[config.mk]
export PLATFORM = sky130hd
export DESIGN_NAME = dcache_axi_bridge
export DESIGN_NICKNAME = d
export VERILOG_FILES = /design/src/verilog/dcache_axi_pkg.sv /design/src/verilog/dcache_axi_bridge.sv /design/src/verilog/line_writeback.sv /design/src/verilog/line_refill.sv
export SDC_FILE = /design/constraint.sdc
export NUM_CORES = 1
export LEC_CHECK = 0
export ABC_AREA = 1
export BUFFER_PORTS_ARGS = -buffer_cell sky130_fd_sc_hd__buf_2
export CORE_AREA = 2 2 292 294
export CTS_CLUSTER_SIZE = 28
export DETAILED_ROUTE_END_ITERATION = 12
export DIE_AREA = 0 0 294 296
export GPL_TIMING_DRIVEN = 0
export PLACE_DENSITY = 0.51
export RECOVER_POWER = 100
export SYNTH_ARGS = -nofsm -noshare
export SYNTH_HDL_FRONTEND = slang
export SYNTH_SLANG_ARGS = --single-unit
[constraint.sdc]
create_clock -name clk -period 6.9 [get_ports clk]
set_clock_uncertainty 0.2 [all_clocks]
set_input_delay 0.69 -clock clk [delete_from_list [all_inputs] [get_ports clk]]
set_output_delay 0.69 -clock clk [all_outputs]
set_load 0.01 [all_outputs]
[src/verilog/dcache_axi_pkg.sv]
package dcache_axi_pkg;

    typedef logic [31:0] word_t;
    typedef logic [31:0] addr_t;
    typedef logic [3:0]  axi_len_t;   // beats minus one

    // read address channel payload
    typedef struct packed {
        addr_t      addr;
        axi_len_t   len;
        logic [2:0] size;
        logic [1:0] burst;
    } axi_ar_t;

    // write address, same layout as ar
    typedef struct packed {
        addr_t      addr;
        axi_len_t   len;
        logic [2:0] size;
        logic [1:0] burst;
    } axi_aw_t;

    typedef struct packed {
        word_t      data;
        logic [1:0] resp;
        logic       last;
    } axi_r_t;

    typedef struct packed {
        word_t      data;
        logic [3:0] strb;
        logic       last;
    } axi_w_t;

    localparam logic [2:0] AXI_SIZE_WORD  = 3'b010;   // 4 bytes per beat
    localparam logic [1:0] AXI_BURST_INCR = 2'b01;
    localparam logic [3:0] STRB_ALL       = 4'b1111;

    typedef enum logic [1:0] {
        RF_IDLE,
        RF_ADDR,
        RF_DATA,
        RF_DONE
    } refill_state_t;

    typedef enum logic [1:0] {
        WB_IDLE,
        WB_ADDR,
        WB_DATA,
        WB_RESP
    } wb_state_t;

endpackage
[src/verilog/dcache_axi_bridge.sv]
module dcache_axi_bridge #(
    parameter int LINE_WORDS = 8
) (
    input  logic                                   clk,
    input  logic                                   rst_n,
    input  logic                                   rd_req,
    input  dcache_axi_pkg::addr_t                  rd_addr,
    output logic                                   rd_rdy,
    output logic                                   ret_valid,
    output dcache_axi_pkg::word_t [LINE_WORDS-1:0] ret_line,
    input  logic                                   wr_req,
    input  dcache_axi_pkg::addr_t                  wr_addr,
    input  dcache_axi_pkg::word_t [LINE_WORDS-1:0] wr_line,
    output logic                                   wr_rdy,
    output dcache_axi_pkg::axi_ar_t                ar,
    output logic                                   arvalid,
    input  logic                                   arready,
    input  dcache_axi_pkg::axi_r_t                 r,
    input  logic                                   rvalid,
    output logic                                   rready,
    output dcache_axi_pkg::axi_aw_t                aw,
    output logic                                   awvalid,
    input  logic                                   awready,
    output dcache_axi_pkg::axi_w_t                 w,
    output logic                                   wvalid,
    input  logic                                   wready,
    input  logic [1:0]                             bresp,
    input  logic                                   bvalid,
    output logic                                   bready
);
    import dcache_axi_pkg::*;

    // read channels only
    line_refill #(
        .LINE_WORDS(LINE_WORDS)
    ) line_refill_i (
        .clk      (clk),
        .rst_n    (rst_n),
        .rd_req   (rd_req),
        .rd_addr  (rd_addr),
        .rd_rdy   (rd_rdy),
        .ret_valid(ret_valid),
        .ret_line (ret_line),
        .ar       (ar),
        .arvalid  (arvalid),
        .arready  (arready),
        .r        (r),
        .rvalid   (rvalid),
        .rready   (rready)
    );

    // write channels only, so no arbitration between the two
    line_writeback #(
        .LINE_WORDS(LINE_WORDS)
    ) line_writeback_i (
        .clk    (clk),
        .rst_n  (rst_n),
        .wr_req (wr_req),
        .wr_addr(wr_addr),
        .wr_line(wr_line),
        .wr_rdy (wr_rdy),
        .aw     (aw),
        .awvalid(awvalid),
        .awready(awready),
        .w      (w),
        .wvalid (wvalid),
        .wready (wready),
        .bresp  (bresp),
        .bvalid (bvalid),
        .bready (bready)
    );

endmodule

[src/verilog/line_writeback.sv]
module line_writeback #(
    parameter int LINE_WORDS = 8
) (
    input  logic                                   clk,
    input  logic                                   rst_n,
    input  logic                                   wr_req,
    input  dcache_axi_pkg::addr_t                  wr_addr,
    input  dcache_axi_pkg::word_t [LINE_WORDS-1:0] wr_line,
    output logic                                   wr_rdy,
    output dcache_axi_pkg::axi_aw_t                aw,
    output logic                                   awvalid,
    input  logic                                   awready,
    output dcache_axi_pkg::axi_w_t                 w,
    output logic                                   wvalid,
    input  logic                                   wready,
    input  logic [1:0]                             bresp,   // not checked
    input  logic                                   bvalid,
    output logic                                   bready
);
    import dcache_axi_pkg::*;

    localparam int CNT_W = $clog2(LINE_WORDS);

    wb_state_t              state;
    wb_state_t              state_next;
    addr_t                  victim_addr;
    word_t [LINE_WORDS-1:0] victim_line;
    logic [CNT_W-1:0]       beat_cnt;
    logic                   last_beat;
    logic                   w_fire;

    assign last_beat = (beat_cnt == CNT_W'(LINE_WORDS - 1));
    assign w_fire    = wvalid && wready;

    always_comb begin
        state_next = state;
        unique case (state)
            WB_IDLE: begin
                if (wr_req) begin
                    state_next = WB_ADDR;
                end
            end
            WB_ADDR: begin
                if (awready) begin
                    state_next = WB_DATA;
                end
            end
            WB_DATA: begin
                if (w_fire && last_beat) begin
                    state_next = WB_RESP;
                end
            end
            WB_RESP: begin
                if (bvalid) begin
                    state_next = WB_IDLE;
                end
            end
        endcase
    end

    always_ff @(posedge clk) begin
        if (!rst_n) begin
            state <= WB_IDLE;
        end else begin
            state <= state_next;
        end
    end

    // victim held for the whole burst
    always_ff @(posedge clk) begin
        if (state == WB_IDLE && wr_req) begin
            victim_addr <= wr_addr;
            victim_line <= wr_line;
        end
    end

    always_ff @(posedge clk) begin
        if (!rst_n) begin
            beat_cnt <= '0;
        end else if (state == WB_ADDR) begin
            beat_cnt <= '0;
        end else if (w_fire) begin
            beat_cnt <= beat_cnt + 1'b1;   // stalled beat keeps its word
        end
    end

    assign aw = '{
        addr:  victim_addr,
        len:   axi_len_t'(LINE_WORDS - 1),
        size:  AXI_SIZE_WORD,
        burst: AXI_BURST_INCR
    };

    assign w = '{
        data: victim_line[beat_cnt],
        strb: STRB_ALL,
        last: last_beat
    };

    assign awvalid = (state == WB_ADDR);
    assign wvalid  = (state == WB_DATA);
    assign bready  = (state == WB_RESP);
    assign wr_rdy  = (state == WB_IDLE);

endmodule

[src/verilog/line_refill.sv]
module line_refill #(
    parameter int LINE_WORDS = 8
) (
    input  logic                                   clk,
    input  logic                                   rst_n,
    input  logic                                   rd_req,
    input  dcache_axi_pkg::addr_t                  rd_addr,
    output logic                                   rd_rdy,
    output logic                                   ret_valid,
    output dcache_axi_pkg::word_t [LINE_WORDS-1:0] ret_line,
    output dcache_axi_pkg::axi_ar_t                ar,
    output logic                                   arvalid,
    input  logic                                   arready,
    input  dcache_axi_pkg::axi_r_t                 r,
    input  logic                                   rvalid,
    output logic                                   rready
);
    import dcache_axi_pkg::*;

    localparam int CNT_W = $clog2(LINE_WORDS);

    refill_state_t          state;
    refill_state_t          state_next;
    addr_t                  miss_addr;
    word_t [LINE_WORDS-1:0] line_buf;
    logic [CNT_W-1:0]       beat_cnt;
    logic                   r_fire;

    assign r_fire = rvalid && rready;

    always_comb begin
        state_next = state;
        unique case (state)
            RF_IDLE: begin
                if (rd_req) begin
                    state_next = RF_ADDR;
                end
            end
            RF_ADDR: begin
                if (arready) begin
                    state_next = RF_DATA;
                end
            end
            RF_DATA: begin
                if (r_fire && r.last) begin   // burst ends on last, not on count
                    state_next = RF_DONE;
                end
            end
            RF_DONE: begin
                state_next = RF_IDLE;
            end
        endcase
    end

    always_ff @(posedge clk) begin
        if (!rst_n) begin
            state <= RF_IDLE;
        end else begin
            state <= state_next;
        end
    end

    always_ff @(posedge clk) begin
        if (state == RF_IDLE && rd_req) begin
            miss_addr <= rd_addr;
        end
    end

    // beat index into the line
    always_ff @(posedge clk) begin
        if (!rst_n) begin
            beat_cnt <= '0;
        end else if (state == RF_ADDR) begin
            beat_cnt <= '0;
        end else if (r_fire) begin
            beat_cnt <= beat_cnt + 1'b1;
        end
    end

    always_ff @(posedge clk) begin
        if (r_fire) begin
            line_buf[beat_cnt] <= r.data;
        end
    end

    assign ar = '{
        addr:  miss_addr,
        len:   axi_len_t'(LINE_WORDS - 1),
        size:  AXI_SIZE_WORD,
        burst: AXI_BURST_INCR
    };

    assign arvalid   = (state == RF_ADDR);
    assign rready    = (state == RF_DATA);
    assign ret_valid = (state == RF_DONE);   // one cycle pulse
    assign ret_line  = line_buf;
    assign rd_rdy    = (state == RF_IDLE);

endmodule

# Word-level counts from Yosys, hierarchy flattened
# Cells that the tools add are included.
dict set report word_totals {
  ff_bits 586
  input_bits 366
  output_inout_bits 383
  word_cells 69
}
dict set report classes {
  n_addsub 2
  n_lt_le_gt_ge 3
  eq_ne 14
  muxes 14
  bitwise_logic 1
  reduce_logical 13
}
# operator n
set ops {}
lappend ops {{$bwmux W256} 1}
lappend ops {{$bmux W32 S3} 1}
lappend ops {{$demux W32 S3} 1}
lappend ops {{$mux W32} 2}
lappend ops {{$pmux W2 S4} 2}
lappend ops {{$mux W2} 7}
lappend ops {{$ne A2 B2 Y1 const B} 5}
lappend ops {{$eq A2 B2 Y1 const B} 4}
lappend ops {{$lt A3 B4 Y1 const B} 2}
lappend ops {{$logic_and A1 B1 Y1} 7}
lappend ops {{$add A3 B1 Y3 const B} 2}
lappend ops {{$eq A2 B1 Y1 const B} 2}
lappend ops {{$logic_not A2 Y1} 2}
lappend ops {{$ne A2 B1 Y1 const B} 2}
lappend ops {{$reduce_and A4 Y1} 1}
lappend ops {{$reduce_or A2 Y1} 2}
lappend ops {{$eq A3 B3 Y1 const B} 1}
lappend ops {{$ge A3 B1 Y1 const B} 1}
lappend ops {{$reduce_and A3 Y1} 1}
lappend ops {{$not A1 Y1} 1}

# Longest topological paths before layout
# Gate-level depths: netlist of run 1.
dict set report logic_depth {
  word_depth 5
  ltp_mapped 9
  depth_no_buf 9
}

# Modules after synthesis
# A second synthesis of run 1 with hierarchy kept.
dict set report hier_totals {
  cells_unflattened 1305
  hier_area_um2 20726.1
}
# mod n_inst cells_each area_per_inst_um2 seq_area_each_um2
set by_module_without_submodules {}
lappend by_module_without_submodules {line_writeback 1 946 11622.4 8748.4}
lappend by_module_without_submodules {line_refill 1 359 9103.7 8748.4}

# Worst setup path after synthesis of run 1
# Ideal clock, no wire load.
dict set report synth_timing {
  kind {input -> register}
  start {input wr_req}
  end {register line_writeback_i.victim_addr[0] (enable)}
  setup_ns 0.639
  t_arrival_ns 6.314
  t_required_ns 6.061
  setup_slack_ns -0.253
  path_stages 2
  n_path_buf 0
  path_cell_list {nand2_1 inv_1}
}
dict set report synth_via {
  elab_chain_cells 1
}
# element line
set synth_rtl {}
lappend synth_rtl {{from (decl)} dcache_axi_bridge.sv:11} ;# input logic wr_req,
lappend synth_rtl {{$logic_and A1 B1 Y1} line_writeback.sv:71} ;# if (state == WB_IDLE && wr_req) begin
lappend synth_rtl {{to (signal assigned)} line_writeback.sv:72} ;# victim_addr <= wr_addr;
lappend synth_rtl {{to (decl)} line_writeback.sv:26} ;# addr_t victim_addr;
# Every way passes these cells.
# A chain may end at the register's enable or synchronous reset.

# Final worst setup path of run 1
dict set report layout_timing {
  start {register line_writeback_i.state[0]}
  end {register line_writeback_i.victim_addr[3] (enable)}
}
dict set report layout_via {
  elab_chain_cells 2
}
# element line
set layout_rtl {}
lappend layout_rtl {{from (decl)} line_writeback.sv:24} ;# wb_state_t state;
lappend layout_rtl {{from (signal assigned)} line_writeback.sv:65} ;# state <= state_next;
lappend layout_rtl {{$logic_not A2 Y1} line_writeback.sv:71}
lappend layout_rtl {{$logic_and A1 B1 Y1} line_writeback.sv:71}
# Every way passes these cells.

==> impl_metrics.tcl, run 1 <==
set metrics [dict create \
    status "complete, but fails checks" \
    violations "max-capacitance violations, max-slew violations" \
    p_sw_w 0.00266 \
    critPathRequiredTime_ns 7.00 \
    finalSetupViolCount 0 \
    vias_per_cell 4.03 \
    max_stage_delay_ns 1.31 \
    ys_seq_area_share_pct 84.6 \
    grt_start_max_net_pins 48 \
    synthMuxAreaShare_pct 0 \
    routedWlPerCell_um 19.0 \
    relSlewSlack_pct -28.1 \
    rsz0062_at_grt "no" \
    drv_cap 10 \
    regArea_um2 17500 \
    path_max_fanout 43 \
    cts-root-buf "clkbuf_16" \
    fin_area_um2 28700 \
    globalplace.congestion 0.789 \
    multi_input_area_um2 2690 \
    critPathBufInv 7 \
    pin_count 749 \
    design.core.area_um2 84200 \
    ys_types 22 \
    synthesis.area_um2 20700 \
    ant_nets 0 \
    cts_resized 0 \
    nets 2618 \
    fmax_mhz 214 \
    die_h_um 296 \
    grt_pass1_wl_um 87900 \
    powerDensity_nw_per_um2 338 \
    critPathTopFamily "buffers and inverters" \
    fin_setup_tns_ns 0 \
    yosys.area_share.simple_pct 8.61 \
    irDropWorstVdd_v 0.000233 \
    cts_buffers 60 \
    slew_violations 231 \
    placed_cells 3147 \
    ys_ff_latch 586 \
    cts_buffer_depth 3 \
    cpMostUsedCell "buf_12" \
    dieArea_um2 87000 \
    combPwrFrac_pct 17.5 \
    antenna_found_initial 12 \
    place_area_um2 26100 \
    syn_to_final_growth_pct 38.6 \
    yosysWarnings 0 \
    cp.arrival_ns 4.78 \
    reg2reg_slack_ns 2.22 \
    syn_avg_cell_area_um2 15.9 \
    synth_top_family_by_area "simple AND/OR/NAND/NOR gates" \
    rr_worst_depth 9 \
    grt_pass1_vias 13700 \
    clkLatencyLatePin_ns 0.61 \
    worst-path-stages 9 \
    path_clk_slew_ns 0.06 \
    place_ws_ns 3.53 \
    hold_path_depth 1 \
    die_w_um 294 \
    rows 107 \
    hpwl_um 47800 \
    hold_buffers 122 \
    hold_class "primary input to flop" \
    drt_first_iter_violations 685 \
    grt-ovfl-total 0 \
    grt_usage_pct 13.7 \
    period_minus_slack_ns 4.68 \
    finalHoldViolations 0 \
    tritoncts "yes" \
    p_int_w 0.00702 \
    critPathKind "flop to flop" \
    cts_sinks 586 \
    switching_share_pct 27.5 \
    drt-total-wl_um 64500 \
    final_cells 3391 \
    cp-start-kind "flop" \
    endpoint_kind "flop" \
    io_buffers 722 \
    crit_slowest_cell "clkbuf_1" \
    final_util_pct 34.0 \
    critical_path.cell_chain "inv_1 > ha_1 > nand2_1 > clkinvlp_2 > clkbuf_1 > buf_12 > buf_12 > buf_12 > buf_12" \
    start_util_pct 24.6 \
    timing.final.ws_setup_ns 2.22 \
    synth_compound_area_share_pct 3.31 \
    syn-instance-count 1300 \
    worstMarginPinSlew_ns 1.92 \
    htree_levels 2 \
    power_frac_seq_pct 48.0 \
    synthAdderAreaFrac_pct 0.665 \
    vias 13700 \
    nFillCells 8445 \
    finalCritPeriodShare_pct 67.9 \
    synth_xor_area_share_pct 0 \
    pwr-share-clk_pct 34.5 \
    p_leak_nw 10.5 \
    drive_gt1_share_pct 20.4 \
    postCtsSetupBuffers 0 \
    first_pass_iters 5 \
    drc 0 \
]
-- state kept, by name (all words and copies together) (netlist names) --
name                          cells
line_refill_i.ret_line          256
line_writeback_i.victim_line    256
line_refill_i.miss_addr          32
line_writeback_i.victim_addr     32
line_refill_i.beat_cnt            3
line_writeback_i.beat_cnt         3
line_refill_i.state               2
line_writeback_i.state            2
-- metal layers --
| layer | up-vias | wire [um] | track usage, % |
|---|---|---|---|
| li1 | 6485 | - | - |
| met1 | 6503 | 25900 | 16.3 |
| met2 | 577 | 32500 | 24.3 |
| met3 | 98 | 4440 | 3.25 |
| met4 | 4 | 1640 | 4.58 |
| met5 | - | 23 | 0 |
-- layout make-up --
cell class                 count  share of cell area, %
timing repair buffer         859                   15.6
clock buffer                  74                   5.56
multi-input combinational    640                   9.37
sequential                   586                   61.0
tap                         1090                   4.76
clock inverter                38                   1.57
buffer                        72                   1.72
antenna                       10                 0.0873
inverter                      22                  0.292
-- path summary, 6_finish.rpt --
path	start	to
worst max-delay path	line_writeback_i.state[0]	line_writeback_i.victim_addr[3]
worst min register to register	line_refill_i.beat_cnt[0]	line_refill_i.beat_cnt[0]
worst min-delay path	wr_line[6]	line_writeback_i.victim_line[6]
worst max register to register	line_writeback_i.state[0]	line_writeback_i.victim_addr[3]
-- power by group through the flow --
| stage | logic (W) | registers, W | clock network (W) |
|---|---|---|---|
| after global placement | 0.00165 | 0.00481 | 0 |
| final | 0.00169 | 0.00464 | 0.00334 |
| after detailed placement | 0.00174 | 0.00471 | 0 |
| after floorplan | 0.000846 | 0.00481 | 0 |
| after global routing | 0.00188 | 0.00469 | 0.00357 |
| after CTS | 0.00180 | 0.00464 | 0.00343 |
-- Yosys cell counts (all sizes together) --
cell type	instances	area [um2]
nor2	277	1040
a211oi	3	22.5
conb	2	7.51
ha	11	138
edfxtp	576	17300
nand3	3	15.0
o21ai	129	646
nand2	189	709
nor3	2	10.0
nor3b	1	7.51
dfxtp	10	200
inv	22	82.6
clkbuf	12	53.8
o21bai	1	7.51
a21oi	2	10.0
buf	60	444
-- per-stage QoR --
stage,hold WS [ns],total power (W)
after floorplan,0.262,0.00565
after global placement,0.271,0.00646
after detailed placement,0.300,0.00644
after CTS,0.00000999,0.00987
after global routing,0.00320,0.0101
final,0.0441,0.00968
-- kinds of logic after synthesis --
group,after synthesis
adder cells (fa/ha/maj),11
AND/OR/NAND/NOR,472
AO/OA/AOI/OAI,135
flip-flops,586
other,2
buffers and inverters,94
-- placed cells by master (no fill, tap or decap), drive strengths merged --
cell type / Yosys / routed
edfxtp: 576 / 576
clkbuf: 12 / 511
buf: 60 / 372
nor2: 277 / 277
nand2: 189 / 189
o21ai: 129 / 129
dlygate4sd3: 0 / 122
clkinv: 0 / 27
inv: 22 / 23
conb: 2 / 22
ha: 11 / 11
diode: 0 / 10
dfxtp: 10 / 10
bufinv: 0 / 9
a211oi: 3 / 3
nand3: 3 / 3
a21oi: 2 / 2
nor3: 2 / 2
clkinvlp: 0 / 1
o21bai: 1 / 1
nor3b: 1 / 1
Power figures use the tool's default switching activity.
==> run 2: changes to the inputs <==
==> constraint.sdc (replaced) <==
create_clock -name clk -period 3.9 [get_ports clk]
set_clock_uncertainty 0.2 [all_clocks]
set_input_delay 0.39 -clock clk [delete_from_list [all_inputs] [get_ports clk]]
set_output_delay 0.39 -clock clk [all_outputs]
set_load 0.01 [all_outputs]
==> run 2 against run 1 <==
The flow now finishes without violations. Final cell count rose by 6.9%. Die area did not move. Total power rose by 79%. Hold slack improved by 0.011 ns. Routed wire length rose by 3.1%. Maximum frequency rose by 41%. Design area rose by 8.2%. Register-to-register slack got worse by 1.6 ns. Critical path type unchanged.
==> impl_metrics.tcl, run 2 (synthesized netlist as in run 1, its figures left out) <==
set metrics [dict create \
    critPathRequiredTime_ns 3.91 \
    critPathKind "flop to flop" \
    cts-root-buf "clkbuf_16" \
    nets 2858 \
    drt_first_iter_violations 780 \
    slew_violations 0 \
    place_ws_ns 1.20 \
    cp-start-kind "flop" \
    whs_endpoint "line_writeback_i.state[0]" \
    powerDensity_nw_per_um2 559 \
    period_minus_slack_ns 3.31 \
    drc 0 \
    grt-ovfl-total 0 \
    syn_to_final_growth_pct 49.9 \
    pin_count 749 \
    first_pass_iters 5 \
    grt_pass1_wl_um 93200 \
    drt-total-wl_um 66500 \
    grt_usage_pct 14.4 \
    cts_sinks 586 \
    vias 14900 \
    min_from "wr_req" \
    vias_per_cell 4.10 \
    finalSetupViolCount 0 \
    htree_levels 3 \
    hold_class "primary input to flop" \
    io_buffers 722 \
    dieArea_um2 87000 \
    p_leak_nw 11.5 \
    routedWlPerCell_um 18.3 \
    finalHoldViolations 0 \
    hold_path_depth 7 \
    die_w_um 294 \
    path_clk_slew_ns 0.06 \
    rows 107 \
    tritoncts "yes" \
    timing.final.ws_setup_ns 0.591 \
    relSlewSlack_pct 14.6 \
    design.core.area_um2 84200 \
    path_max_fanout 24 \
    start_util_pct 24.6 \
    endpoint_kind "flop" \
    drive_gt1_share_pct 19.1 \
    status "finished clean" \
    holdWs_ns 0.0554 \
    fmax_mhz 302 \
    rr_worst_depth 7 \
    rsz0062_at_grt "no" \
    drv_cap 0 \
    nFillCells 8207 \
    ant_nets 0 \
    cp.arrival_ns 3.32 \
    worstMarginPinSlew_ns 1.28 \
    grt_start_max_net_pins 50 \
    hpwl_um 47300 \
    grt_pass1_vias 15300 \
    layout_common_cells "edfxtp_1, clkbuf_1, dlygate4sd3_1, buf_2, nor2_1" \
    clkLatencyLatePin_ns 0.59 \
    worstReg2RegStart "line_refill_i.state[0]" \
    antenna_found_initial 0 \
    reg2reg_slack_ns 0.59 \
    final_common_cell "edfxtp_1" \
    die_h_um 296 \
    r2r-end "line_refill_i.ret_line[162]" \
    cts_buffers 66 \
    irDropWorstVdd_v 0.000422 \
    globalplace.congestion 0.825 \
    finalCritPeriodShare_pct 84.8 \
    cts_buffer_depth 3 \
]
-- run 2: cell types whose count changed in the layout (fill, tap and decap cells not counted), sizes merged --
cell / previous run / this run
clkinvlp: 1 / 4
clkinv: 27 / 24
bufinv: 9 / 3
inv: 23 / 26
buf: 372 / 374
dlygate4sd3: 122 / 356
diode: 10 / 3
clkbuf: 511 / 518
-- run 2: metrics by stage --
| step | instance area (um2) | TNS [ns] | utilization (%) | cells | power [W] |
|---|---|---|---|---|---|
| CTS | 31800 | 0 | 37.7 | 3621 | 0.0177 |
| global route | 31000 | 0 | 36.8 | 3621 | 0.0182 |
| detailed placement | 26100 | 0 | 31.0 | 3147 | 0.0114 |
| floorplan | 20800 | -469.04 | - | 1320 | 0.0100 |
| finish | 31000 | 0 | 36.8 | 3624 | 0.0173 |
| global placement | 25800 | -1074.92 | 30.6 | 3132 | 0.0114 |
-- run 2: worst max path at each step --
stage | startpoint | to | slack (ns) | cells after the start
global route | line_refill_i.state[0] | line_refill_i.ret_line[162] | 0.38 | 7
CTS | line_writeback_i.beat_cnt[1] | w[19] | 0.85 | 9
floorplan | line_writeback_i.state[0] | line_writeback_i.victim_addr[0] | -1.63 | 4
detailed placement | line_writeback_i.state[0] | line_writeback_i.victim_addr[5] | 1.20 | 8
global placement | line_writeback_i.state[0] | line_writeback_i.victim_addr[5] | -3.42 | 4
finish | line_refill_i.state[0] | line_refill_i.ret_line[162] | 0.59 | 7
-- run 2: area by class of cell --
type / count / area (um2) / area share, %
Sequential cell: 586 / 17500 / 56.4
Timing Repair Buffer: 1093 / 6810 / 22.0
Multi-Input combinational cell: 640 / 2690 / 8.67
Clock buffer: 83 / 1740 / 5.60
Tap cell: 1090 / 1360 / 4.40
Buffer: 72 / 497 / 1.60
Clock inverter: 35 / 332 / 1.07
Inverter: 22 / 83.8 / 0.270
Antenna cell: 3 / 7.51 / 0.0242
-- run 2: timing repair --
action                                  CTS  global route
hold buffers                            356             0
buffers inserted                          0             0
gates resized for setup                   0             0
hold endpoints to repair                583             0
endpoints found under the setup margin    0             0
-- run 2: power by group --
group          internal, W  switching (W)
Sequential         0.00798       0.000247
Clock              0.00340        0.00253
Combinational      0.00108        0.00209
Total               0.0125        0.00487
-- run 2: worst max-delay path, stage by stage (launching register included) --
cell and delay (ns):
dfxtp_1 0.33, inv_1 0.11, ha_1 0.30, nand2_1 0.18, nor2_1 0.12, inv_1 0.09
nor2_1 0.77, clkbuf_2 0.78
-- run 2: routing by layer --
metal	global-route usage [%]	vias to the layer above	routed length [um]
met1	15.8	7100	24800
met4	5.70	0	1980
met5	0	-	0
met3	3.55	109	5000
li1	-	6961	-
met2	26.6	684	34700
